$ cat config.mk
export PLATFORM = sky130hd
export DESIGN_NAME = sd_init_top
export DESIGN_NICKNAME = d
export VERILOG_FILES = /design/src/hdl/sd_init_pkg.sv /design/src/hdl/spi_byte_if.sv /design/src/hdl/status_evt_if.sv /design/src/hdl/spi_byte_engine.sv /design/src/hdl/sd_init_sequencer.sv /design/src/hdl/sd_status_reporter.sv /design/src/hdl/sd_init_top.sv
export SDC_FILE = /design/constraint.sdc
export NUM_CORES = 1
export LEC_CHECK = 0
export BUFFER_PORTS_ARGS = -buffer_cell sky130_fd_sc_hd__buf_2
export CORE_UTILIZATION = 40
export CTS_CLUSTER_SIZE = 12
export DETAILED_ROUTE_END_ITERATION = 6
export MAX_ROUTING_LAYER = met4
export PLACE_DENSITY_LB_ADDON = 0.12
export SLEW_MARGIN = 40
export SYNTH_ARGS = -nofsm -noshare
export SYNTH_HDL_FRONTEND = slang
export SYNTH_SLANG_ARGS = --single-unit
$ cat constraint.sdc
create_clock -name CLK -period 5.6 [get_ports CLK]
set_clock_uncertainty 0.15 [all_clocks]
set_input_delay 1.12 -clock CLK [delete_from_list [all_inputs] [get_ports CLK]]
set_output_delay 1.12 -clock CLK [all_outputs]
set_load 0.02 [all_outputs]
$ cat src/hdl/sd_init_pkg.sv
package sd_init_pkg;

  // --------------------------------------------------
  // basic types
  // --------------------------------------------------

  // one byte on the spi wires or on the status port
  typedef logic [7:0] sd_byte_t;

  // one entry of the init script, 10 bits wide
  typedef struct packed {
    // byte shifted out on mosi
    sd_byte_t data;
    // chip select level while this byte moves
    logic     cs_n;
    // forward the byte received in this slot to the status port
    logic     report;
  } init_step_t;

  // script length and index type
  localparam int SCRIPT_LEN = 78;
  typedef logic [6:0] step_idx_t;

  // divider counter width
  // msb is the wrap flag, so DIVIDER up to 255 fits
  localparam int DIVIDER_W = 9;

  // status markers, ascii "S" and "W"
  localparam sd_byte_t MARK_START = 8'h53;
  localparam sd_byte_t MARK_DONE  = 8'h57;

  // --------------------------------------------------
  // script building helpers
  // --------------------------------------------------

  // command byte, card selected, nothing reported
  function automatic init_step_t tx_step(input sd_byte_t b);
    tx_step = '{data: b, cs_n: 1'b0, report: 1'b0};
  endfunction

  // response slot, idle byte out, received byte reported
  // cs_n high gives the short deselect gaps in the acmd41 windows
  function automatic init_step_t rx_step(input logic cs_n);
    rx_step = '{data: 8'hFF, cs_n: cs_n, report: 1'b1};
  endfunction

  // power-up clocks with the card deselected
  localparam init_step_t PWR_STEP = '{data: 8'hFF, cs_n: 1'b1, report: 1'b0};

  // --------------------------------------------------
  // init script, walked in order by the sequencer
  // --------------------------------------------------
  localparam init_step_t INIT_SCRIPT [SCRIPT_LEN] = '{
    // 80 clocks with cs high and mosi high
    PWR_STEP, PWR_STEP, PWR_STEP, PWR_STEP, PWR_STEP,
    PWR_STEP, PWR_STEP, PWR_STEP, PWR_STEP, PWR_STEP,
    // cmd0 go idle, crc 0x95
    tx_step(8'h40), tx_step(8'h00), tx_step(8'h00),
    tx_step(8'h00), tx_step(8'h00), tx_step(8'h95),
    // cmd0 response window
    rx_step(1'b0), rx_step(1'b0), rx_step(1'b0),
    // cmd8 interface condition, arg 0x1AA, crc 0x87
    tx_step(8'h48), tx_step(8'h00), tx_step(8'h00),
    tx_step(8'h01), tx_step(8'hAA), tx_step(8'h87),
    // cmd8 response window, r7 is five bytes plus slack
    rx_step(1'b0), rx_step(1'b0), rx_step(1'b0), rx_step(1'b0),
    rx_step(1'b0), rx_step(1'b0), rx_step(1'b0),
    // cmd55, first round
    tx_step(8'h77), tx_step(8'h00), tx_step(8'h00),
    tx_step(8'h00), tx_step(8'h00), tx_step(8'hFF),
    // cmd55 response with a two byte deselect gap
    rx_step(1'b0), rx_step(1'b1), rx_step(1'b1), rx_step(1'b0),
    // acmd41 with hcs set
    tx_step(8'h69), tx_step(8'h40), tx_step(8'h00),
    tx_step(8'h00), tx_step(8'h00), tx_step(8'hFF),
    // acmd41 response window, two deselect gaps inside
    rx_step(1'b0), rx_step(1'b0), rx_step(1'b1), rx_step(1'b1),
    rx_step(1'b0), rx_step(1'b1), rx_step(1'b1), rx_step(1'b0),
    rx_step(1'b0), rx_step(1'b0), rx_step(1'b0),
    // cmd55, second round
    tx_step(8'h77), tx_step(8'h00), tx_step(8'h00),
    tx_step(8'h00), tx_step(8'h00), tx_step(8'hFF),
    // cmd55 response
    rx_step(1'b0), rx_step(1'b1), rx_step(1'b1), rx_step(1'b0),
    // acmd41 again
    tx_step(8'h69), tx_step(8'h40), tx_step(8'h00),
    tx_step(8'h00), tx_step(8'h00), tx_step(8'hFF),
    // short acmd41 window, last slot already deselected
    rx_step(1'b0), rx_step(1'b0), rx_step(1'b1)
  };

endpackage

$ cat src/hdl/spi_byte_if.sv
`timescale 1ns/1ps

// byte handshake between the init sequencer and the spi byte engine
// w_stb only while w_ready is high and r_stb is low
interface spi_byte_if
  import sd_init_pkg::*;
();

  // start of one byte, single cycle
  logic     w_stb;
  // byte to send, taken with w_stb
  sd_byte_t w_data;
  // engine idle, drops the cycle after w_stb
  logic     w_ready;
  // byte finished, single cycle, w_ready rises with it
  logic     r_stb;
  // byte shifted in from miso, valid with r_stb
  sd_byte_t r_data;

  modport seq (output w_stb, output w_data, input w_ready, input r_stb, input r_data);

  modport eng (input w_stb, input w_data, output w_ready, output r_stb, output r_data);

endinterface

$ cat src/hdl/status_evt_if.sv
`timescale 1ns/1ps

// status events from the sequencer to the reporter
// markers hold busy until acknowledged, response bytes never do
interface status_evt_if
  import sd_init_pkg::*;
();

  // one event per pulse, only while busy is low
  logic     evt_stb;
  // marker code or received byte
  sd_byte_t evt_data;
  // marker flag, valid with evt_stb
  logic     evt_marker;
  // a marker is still waiting for RES_ACK
  logic     busy;

  modport src (output evt_stb, output evt_data, output evt_marker, input busy);

  modport dst (input evt_stb, input evt_data, input evt_marker, output busy);

endinterface

$ cat src/hdl/spi_byte_engine.sv
`timescale 1ns/1ps

// spi mode 0 byte engine
// one byte out on mosi and one byte in from miso per w_stb
module spi_byte_engine
  import sd_init_pkg::*;
#(
  parameter int DIVIDER = 5
) (
  input  logic   CLK,
  input  logic   RST,
  spi_byte_if.eng spi,
  output logic   MOSI,
  input  logic   MISO,
  output logic   SCLK
);

  // counter runs DIVIDER-2 down to all ones, so a wrap every DIVIDER cycles
  localparam logic [DIVIDER_W-1:0] DIV_RELOAD = DIVIDER_W'(DIVIDER - 2);

  logic [DIVIDER_W-1:0] div_cnt;
  logic                 tick;
  logic                 busy;
  logic [3:0]           edge_cnt;
  sd_byte_t             tx_shift;
  sd_byte_t             rx_shift;

  // --------------------------------------------------
  // sclk divider
  // --------------------------------------------------

  // wrap flag is the counter msb
  assign tick = div_cnt[DIVIDER_W-1];

  // held at reload while idle
  // first tick lands DIVIDER cycles after w_stb
  always_ff @(posedge CLK or posedge RST) begin
    if (RST) begin
      div_cnt <= DIV_RELOAD;
    end else if (!busy || tick) begin
      div_cnt <= DIV_RELOAD;
    end else begin
      div_cnt <= div_cnt - 1'b1;
    end
  end

  // --------------------------------------------------
  // byte control
  // --------------------------------------------------

  // 16 ticks per byte, odd ticks rise and even ticks fall
  // r_stb follows the 16th tick, 16*DIVIDER+1 cycles after w_stb
  always_ff @(posedge CLK or posedge RST) begin
    if (RST) begin
      busy      <= 1'b0;
      SCLK      <= 1'b0;
      edge_cnt  <= 4'd0;
      spi.r_stb <= 1'b0;
    end else begin
      spi.r_stb <= 1'b0;
      if (!busy) begin
        // a strobe while busy is not accepted
        if (spi.w_stb) begin
          busy     <= 1'b1;
          edge_cnt <= 4'd0;
        end
      end else if (tick) begin
        SCLK     <= !SCLK;
        edge_cnt <= edge_cnt + 1'b1;
        // last falling edge leaves sclk low again
        if (edge_cnt == 4'd15) begin
          busy      <= 1'b0;
          spi.r_stb <= 1'b1;
        end
      end
    end
  end

  // --------------------------------------------------
  // shift registers
  // --------------------------------------------------

  // msb first
  // mosi moves on the falling edge, miso sampled on the rising edge
  always_ff @(posedge CLK) begin
    if (!busy && spi.w_stb) begin
      tx_shift <= spi.w_data;
    end else if (busy && tick) begin
      if (SCLK) begin
        tx_shift <= {tx_shift[6:0], 1'b1};
      end else begin
        rx_shift <= {rx_shift[6:0], MISO};
      end
    end
  end

  // idle line is high
  assign MOSI = busy ? tx_shift[7] : 1'b1;

  assign spi.w_ready = !busy;
  // no rising edge after the 8th bit, so the byte is stable at r_stb
  assign spi.r_data  = rx_shift;

endmodule

$ cat src/hdl/sd_init_sequencer.sv
`timescale 1ns/1ps

// walks the init script one byte at a time
// drives chip select and raises marker and response events
module sd_init_sequencer
  import sd_init_pkg::*;
(
  input  logic       CLK,
  input  logic       RST,
  spi_byte_if.seq    spi,
  status_evt_if.src  evt,
  output logic       CS
);

  typedef enum logic [1:0] {PH_START, PH_RUN, PH_DONE, PH_IDLE} phase_t;
  // gap keeps a last response pulse apart from the done marker
  typedef enum logic [1:0] {MK_GAP, MK_ISSUE, MK_WAIT} mark_t;

  phase_t     phase;
  mark_t      mark_st;
  step_idx_t  step;
  step_idx_t  next_step;
  init_step_t cur_step;
  logic       last_step;
  logic       in_marker;
  logic       mark_stb;
  logic       byte_stb;

  // --------------------------------------------------
  // script lookup and events
  // --------------------------------------------------
  assign cur_step  = INIT_SCRIPT[step];
  assign next_step = step + 1'b1;
  assign last_step = (step == step_idx_t'(SCRIPT_LEN - 1));
  assign in_marker = (phase == PH_START) || (phase == PH_DONE);

  // marker goes out once per marker phase, when the reporter is free
  assign mark_stb = in_marker && (mark_st == MK_ISSUE) && !evt.busy;
  // response byte straight off r_stb, reporter adds the one cycle
  assign byte_stb = (phase == PH_RUN) && spi.r_stb && cur_step.report;

  assign evt.evt_stb    = mark_stb || byte_stb;
  assign evt.evt_marker = mark_stb;
  assign evt.evt_data   = (phase == PH_START) ? MARK_START :
                          (phase == PH_DONE)  ? MARK_DONE  : spi.r_data;

  assign spi.w_data = cur_step.data;

  // --------------------------------------------------
  // phase FSM
  // --------------------------------------------------
  always_ff @(posedge CLK or posedge RST) begin
    if (RST) begin
      phase     <= PH_START;
      mark_st   <= MK_ISSUE;
      step      <= '0;
      CS        <= 1'b1;
      spi.w_stb <= 1'b0;
    end else begin
      spi.w_stb <= 1'b0;
      case (phase)
        PH_START, PH_DONE: begin
          case (mark_st)
            MK_GAP:   mark_st <= MK_ISSUE;
            MK_ISSUE: if (!evt.busy) mark_st <= MK_WAIT;
            // busy is already up here, falls after RES_ACK
            default: begin
              if (!evt.busy) begin
                if (phase == PH_START) begin
                  phase <= PH_RUN;
                  step  <= '0;
                  CS    <= INIT_SCRIPT[0].cs_n;
                end else begin
                  phase <= PH_IDLE;
                end
              end
            end
          endcase
        end
        PH_RUN: begin
          // one strobe per idle period, never in the r_stb cycle
          spi.w_stb <= spi.w_ready && !spi.r_stb && !spi.w_stb;
          if (spi.r_stb) begin
            if (last_step) begin
              phase   <= PH_DONE;
              mark_st <= MK_GAP;
              CS      <= 1'b1;
            end else begin
              // cs follows the step index in the same cycle
              step <= next_step;
              CS   <= INIT_SCRIPT[next_step].cs_n;
            end
          end
        end
        default: CS <= 1'b1;
      endcase
    end
  end

endmodule

$ cat src/hdl/sd_status_reporter.sv
`timescale 1ns/1ps

// status port driver
// markers wait for RES_ACK, response bytes are one cycle pulses
module sd_status_reporter
  import sd_init_pkg::*;
(
  input  logic      CLK,
  input  logic      RST,
  status_evt_if.dst evt,
  output logic      RES_STB,
  output sd_byte_t  RES_DATA,
  input  logic      RES_ACK
);

  // marker on the port, not yet acknowledged
  logic mark_hold;

  // --------------------------------------------------
  // strobe and hold
  // --------------------------------------------------

  // one cycle from evt_stb to RES_STB
  // RES_ACK only matters while a marker is held
  always_ff @(posedge CLK or posedge RST) begin
    if (RST) begin
      RES_STB   <= 1'b0;
      mark_hold <= 1'b0;
    end else begin
      if (evt.evt_stb) begin
        RES_STB   <= 1'b1;
        mark_hold <= evt.evt_marker;
      end else if (mark_hold) begin
        // drop in the cycle after the ack is seen
        if (RES_ACK) begin
          RES_STB   <= 1'b0;
          mark_hold <= 1'b0;
        end
      end else begin
        // response byte pulse ends here
        RES_STB <= 1'b0;
      end
    end
  end

  // --------------------------------------------------
  // data
  // --------------------------------------------------

  // sequencer sends nothing while a marker is held
  // so RES_DATA stays put until the ack
  always_ff @(posedge CLK) begin
    if (evt.evt_stb) begin
      RES_DATA <= evt.evt_data;
    end
  end

  assign evt.busy = mark_hold;

endmodule

$ cat src/hdl/sd_init_top.sv
`timescale 1ns/1ps

// sd card spi mode initializer
// reports "S", runs the init script, reports "W", then idles deselected
module sd_init_top
  import sd_init_pkg::*;
#(
  // sclk half period in CLK cycles, 2 to 255
  parameter int DIVIDER = 5
) (
  input  logic     CLK,
  input  logic     RST,
  // status port
  output logic     RES_STB,
  output sd_byte_t RES_DATA,
  input  logic     RES_ACK,
  // spi to the card
  output logic     MOSI,
  input  logic     MISO,
  output logic     SCLK,
  output logic     CS
);

  // --------------------------------------------------
  // internal links
  // --------------------------------------------------
  spi_byte_if   spi_link ();
  status_evt_if evt_link ();

  // --------------------------------------------------
  // blocks
  // --------------------------------------------------

  // script walker, owns chip select
  sd_init_sequencer i_sequencer (
    .CLK (CLK),
    .RST (RST),
    .spi (spi_link.seq),
    .evt (evt_link.src),
    .CS  (CS)
  );

  // sclk generation and byte shifting
  spi_byte_engine #(
    .DIVIDER (DIVIDER)
  ) i_engine (
    .CLK  (CLK),
    .RST  (RST),
    .spi  (spi_link.eng),
    .MOSI (MOSI),
    .MISO (MISO),
    .SCLK (SCLK)
  );

  // markers and response bytes onto the status port
  sd_status_reporter i_reporter (
    .CLK      (CLK),
    .RST      (RST),
    .evt      (evt_link.dst),
    .RES_STB  (RES_STB),
    .RES_DATA (RES_DATA),
    .RES_ACK  (RES_ACK)
  );

endmodule

# After elaboration in Yosys (flattened, before gate mapping)
# Memory sizes are Yosys's and may differ from the RTL's.
# Cells that the tools add are included.
dict set report word_totals {
  register_bits 55
  rom_bits 2560
  in_bits 4
  output_inout_bits 12
  word_cells 124
  n_memories 2
}
dict set report classes {
  addsub 3
  magnitude_cmp 2
  eq_ne 15
  mux 50
  bitwise 4
  n_reduce_logical 32
}
# name words word_bits read_ports rd_clocked_by_memory_dff wr line_no
set memory_table {}
lappend memory_table {{(name not given)} 128 10 1 0 0 sd_init_sequencer.sv:32} ;# assign cur_step = INIT_SCRIPT[step];
lappend memory_table {{(name not given)} 128 10 1 0 0 sd_init_sequencer.sv:91} ;# CS <= INIT_SCRIPT[next_step].cs_n;
# operator count
set op_table {}
lappend op_table {{2-to-1 mux 7 bit} 5}
lappend op_table {{2-to-1 mux 8 bit} 3}
lappend op_table {{2-to-1 mux 1 bit} 20}
lappend op_table {{2-to-1 mux 10 bit} 2}
lappend op_table {{2-to-1 mux 2 bit} 10}
lappend op_table {{>= comparator 8 bit (second input constant)} 2}
lappend op_table {{inverter 7 -> 8 bit} 2}
lappend op_table {{case mux 7 bit (2 select lines)} 1}
lappend op_table {{2-to-1 mux 4 bit} 3}
lappend op_table {{case mux 2 bit (2 select lines)} 3}
lappend op_table {{AND reduction 5 bit} 2}
lappend op_table {{2-to-1 mux 9 bit} 1}
lappend op_table {{subtractor 9 x 1 -> 9 bit (second input constant)} 1}
lappend op_table {{logical AND 1 bit} 8}
lappend op_table {{!= test 2 x 1 -> 1 bit (second input constant)} 4}
lappend op_table {{nonzero test 2 bit} 4}
lappend op_table {{adder 7 x 1 -> 7 bit (second input constant)} 1}
lappend op_table {{== test 7 bit (second input constant)} 1}
lappend op_table {{!= test 2 bit (second input constant)} 3}
lappend op_table {{!= test 3 bit (second input constant)} 2}
lappend op_table {{AND reduction 2 bit} 3}
lappend op_table {{AND reduction 6 bit} 1}
lappend op_table {{logical NOT 1 bit} 5}
lappend op_table {{adder 4 x 1 -> 4 bit (second input constant)} 1}
lappend op_table {{12 further kinds} 18}

# Depth between registers and ports, before layout
dict set report logic_depth {
  ltp_word 8
  ltp_mapped 8
}

# Modules after synthesis
# From an unflattened synthesis, not the netlist that was laid out.
dict set report unflattened {
  hier_cells 296
  hier_area_um2 3016.6
}
# mod instances cells_per_inst area_each_um2 seq_area_each_um2
set modules_own_cells {}
lappend modules_own_cells {sd_init_sequencer 1 181 1355.0 327.8}
lappend modules_own_cells {spi_byte_engine 1 99 1326.3 883.3}
lappend modules_own_cells {sd_status_reporter 1 16 335.3 290.3}

# Worst setup path before layout
# OpenSTA, ideal clock, no wires.
dict set report synth_timing {
  path_type {register to register}
  start {register i_sequencer.step[0]}
  end {register i_reporter.RES_DATA[0] (enable)}
  setup_ps 300
  t_arrival_ps 1858
  t_required_ps 5150
  path_slack_ps 3292
  path_stages_with_launch 9
  path_cell_list {dfrtp_1 > ha_1 > inv_1 > ha_1 > nand2b_1 > a21oi_1 > a31oi_1 > o2111ai_1 > nand2_1}
}
dict set report synth_via {
  elab_chain_cells 6
}
# element line_no
set synth_rtl {}
lappend synth_rtl {{start, declared} sd_init_sequencer.sv:21} ;# step_idx_t step;
lappend synth_rtl {{start signal, assigned} sd_init_sequencer.sv:90} ;# step <= next_step;
lappend synth_rtl {{inverter 7 -> 8 bit (not written as such)} sd_init_sequencer.sv:32}
lappend synth_rtl {{memory read (128 x 10 bit)} n/a}
lappend synth_rtl {{2-to-1 mux 10 bit (not written as such) (2 in series)} sd_init_sequencer.sv:32}
lappend synth_rtl {{logical AND 1 bit} sd_init_sequencer.sv:40} ;# assign byte_stb = (phase == PH_RUN) && spi.r_stb && cur_step.report;
lappend synth_rtl {{logical OR 1 bit} sd_init_sequencer.sv:42} ;# assign evt.evt_stb = mark_stb || byte_stb;
lappend synth_rtl {{via evt_link.evt_stb} status_evt_if.sv:10} ;# logic evt_stb;
lappend synth_rtl {{end signal, assigned} sd_status_reporter.sv:54} ;# RES_DATA <= evt.evt_data;
lappend synth_rtl {{end, declared} sd_status_reporter.sv:12} ;# output sd_byte_t RES_DATA,
# The timed path passes the listed nets, and every way through them passes these cells. The select of a mux whose other input is x is not followed.
# A chain may end at the register's enable or synchronous reset.

# Worst setup path in the final report
dict set report layout_timing {
  start {register i_sequencer.step[2]}
  end {register i_reporter.RES_DATA[1] (enable)}
}
# The elaborated chain is that of the path after synthesis.

==> flow_summary.ini <==
[global_routing]
grt_pass1_vias = 2021
grt_max_degree = 32
antenna_found_initial = 0
grt_pass1_wl_mm = 9.78
grt_overflow = 0
grtUsageTotal_pct = 16.9

[floorplanning]
num_rows = 30
coreArea_mm2 = 0.00694
start_util_pct = 42.3
dieArea_mm2 = 0.00769
fp.dieH_um = 87.7
pin_count = 16
die_w_um = 87.7

[route]
antenna_left = 0
num_vias = 2149
vias_per_cell = 5.33
drc = 0
firstDrtPassIters = 4
wl_per_cell_um = 14.4
drtIter0Drc = 169
wl_mm = 5.80

[power]
p_total_w = 0.000858
p_leak_nw = 1.29
p_per_area_mw_per_mm2 = 270
ir_drop_mv = 0.195

[cells_and_area]
area_growth_syn_to_layout_pct = 8.06
final_common_cell = nor2_1
diodes = 0
finalInstanceArea_mm2 = 0.00317
mostFrequentLayoutCells = 33 x nor2_1, 30 x nand2_1, 27 x dfrtp_1
finalNetCount = 321
drive_gt1_share_pct = 11.4

[sta]
fmax_ghz = 0.339
period_share_pct = 52.8
period_needed_ns = 2.95
setup_viol = 0
slew_viol_final = 0
whs_ns = 0.301
hold_violations = 0
maxSlewHeadroom_pct = 51.3
worst_pin_slew_ns = 0.730
rsz0062_at_grt = no
setup-tns-final_ns = 0

[worst_setup_path]
reg2reg_depth = 7
cp-start-kind = register
crit_start = i_sequencer.step[2]
end_kind = register
reg2reg_from = i_sequencer.step[2]
criticalPathCategory = register to register
arrival_ns = 2.81
critPathMaxFanout = 24
cp.required_ns = 5.46

[synthesis]
yosysWarnings = 0
synth_seq_area_share_pct = 51.2
synth_area_mm2 = 0.00294
syn_inst = 294
synth.distinct_cells = 55
synth_edf_count = 24
ys_seq_elements = 55
synthFlopType = dfrtp_1
syn_area_per_cell_um2 = 9.98
synth_nets = 309
synth-async-reset-ratio_pct = 56.4

[place]
port-buffer-count = 15
gp_congestion = 0.893
hpwlAfterDp_mm = 4.26
post_dp_cell_area_mm2 = 0.00308

[clock_tree]
cts.sinks = 55
cts_tree = yes
holdBufCountCts = 0
cts.reportedPaths.clkPinSlew_ns = 0.10
cts_max_path_buffers = 2
clkLatencyLatePin_ns = 0.31
h-tree-depth = 2
cts-root-buf = clkbuf_8
cts.repair.resized = 0
cts_made_buffers = 5
cts_setup_buffers = 0

[hold_path]
worstHoldPathCells = 0
holdCritStartpoint = i_engine.spi.r_data[3]
hold_path.class = register to register

[run_status]
outcome = finished clean

[job]
maxCapViolations = 0
## metal layers
metal  GRT usage (%)  wire (µm)
met1            22.9       2910
met2            26.2       2610
met3            3.39        221
met4            3.58         48
met5               -          0
## state kept, by name (all words and copies together) (netlist names), 2 cells and up
| signal | cells |
|---|---|
| i_engine.div_cnt | 9 |
| i_engine.edge_cnt | 4 |
| i_engine.spi.r_data | 8 |
| i_engine.tx_shift | 8 |
| i_reporter.RES_DATA | 8 |
| i_sequencer.mark_st | 2 |
| i_sequencer.phase | 2 |
| i_sequencer.step | 7 |
## worst paths after layout
path	slack (ns)	end
worst max register to register	2.65	i_reporter.RES_DATA[1]
worst max-delay path	2.65	i_reporter.RES_DATA[1]
worst min register to register	0.30	i_engine.spi.r_data[4]
worst min-delay path	0.30	i_engine.spi.r_data[4]
min in group asynchronous	0.72	i_sequencer.step[3]
max in group asynchronous	4.25	i_sequencer.mark_st[0]
## critical path, stage by stage (launching register included)
cell and delay [ns]:
dfrtp_1 0.80, inv_1 0.27, ha_1 0.27, nand2b_1 0.15, a21oi_1 0.25, a31oi_1 0.12, o2111ai_1 0.34, nand2_1 0.29
## layout make-up
type / instances / area (µm²)
Clock inverter: 3 / 23.8
Timing Repair Buffer: 16 / 82.6
Inverter: 16 / 62.6
Fill cell: 680 / 3770
Clock buffer: 5 / 68.8
Sequential cell: 55 / 1500
Multi-Input combinational cell: 212 / 1310
Tap cell: 96 / 120
## metrics by stage
| step | cells | worst slack [ns] | utilization [%] |
|---|---|---|---|
| after detailed placement | 395 | 2.71 | 44.3 |
| final | 403 | 2.65 | 45.7 |
| after global routing | 403 | 2.42 | 45.7 |
| after floorplan | 294 | 3.29 | - |
| after global placement | 395 | 2.81 | 44.3 |
| after CTS | 403 | 2.69 | 45.7 |
## synth_stat cells (all sizes together) (3+ instances only)
cell type	instances	area [µm²]
nor2	33	124
nand2	30	113
dfrtp	27	676
edfxtp	24	721
o21ai	24	120
inv	16	62.6
nand3	13	65.1
a21oi	12	60.1
ha	11	138
nand2b	11	68.8
buf	7	43.8
xnor2	7	61.3
a31oi	6	37.5
nor3	6	35.0
nor2b	5	31.3
clkbuf	4	15.0
dfstp	4	105
nand3b	4	33.8
o21a	4	30.0
xor2	4	35.0
a32o	3	30.0
and2	3	18.8
o31ai	3	32.5
## logic make-up after synthesis
logic type / synth area share (%)
mux: 0.767
compound gates: 16.8
flops: 51.2
buf+inv: 4.13
xor+xnor: 3.28
fa+ha+maj: 4.69
simple gates: 19.2
## power breakdown
group,switching [W],internal [W],total (W)
logic,0.0000682,0.0000548,0.000123
registers,0.0000366,0.000474,0.000511
clock network,0.000133,0.0000907,0.000224
No activity file was read; power rests on OpenSTA's default activity.
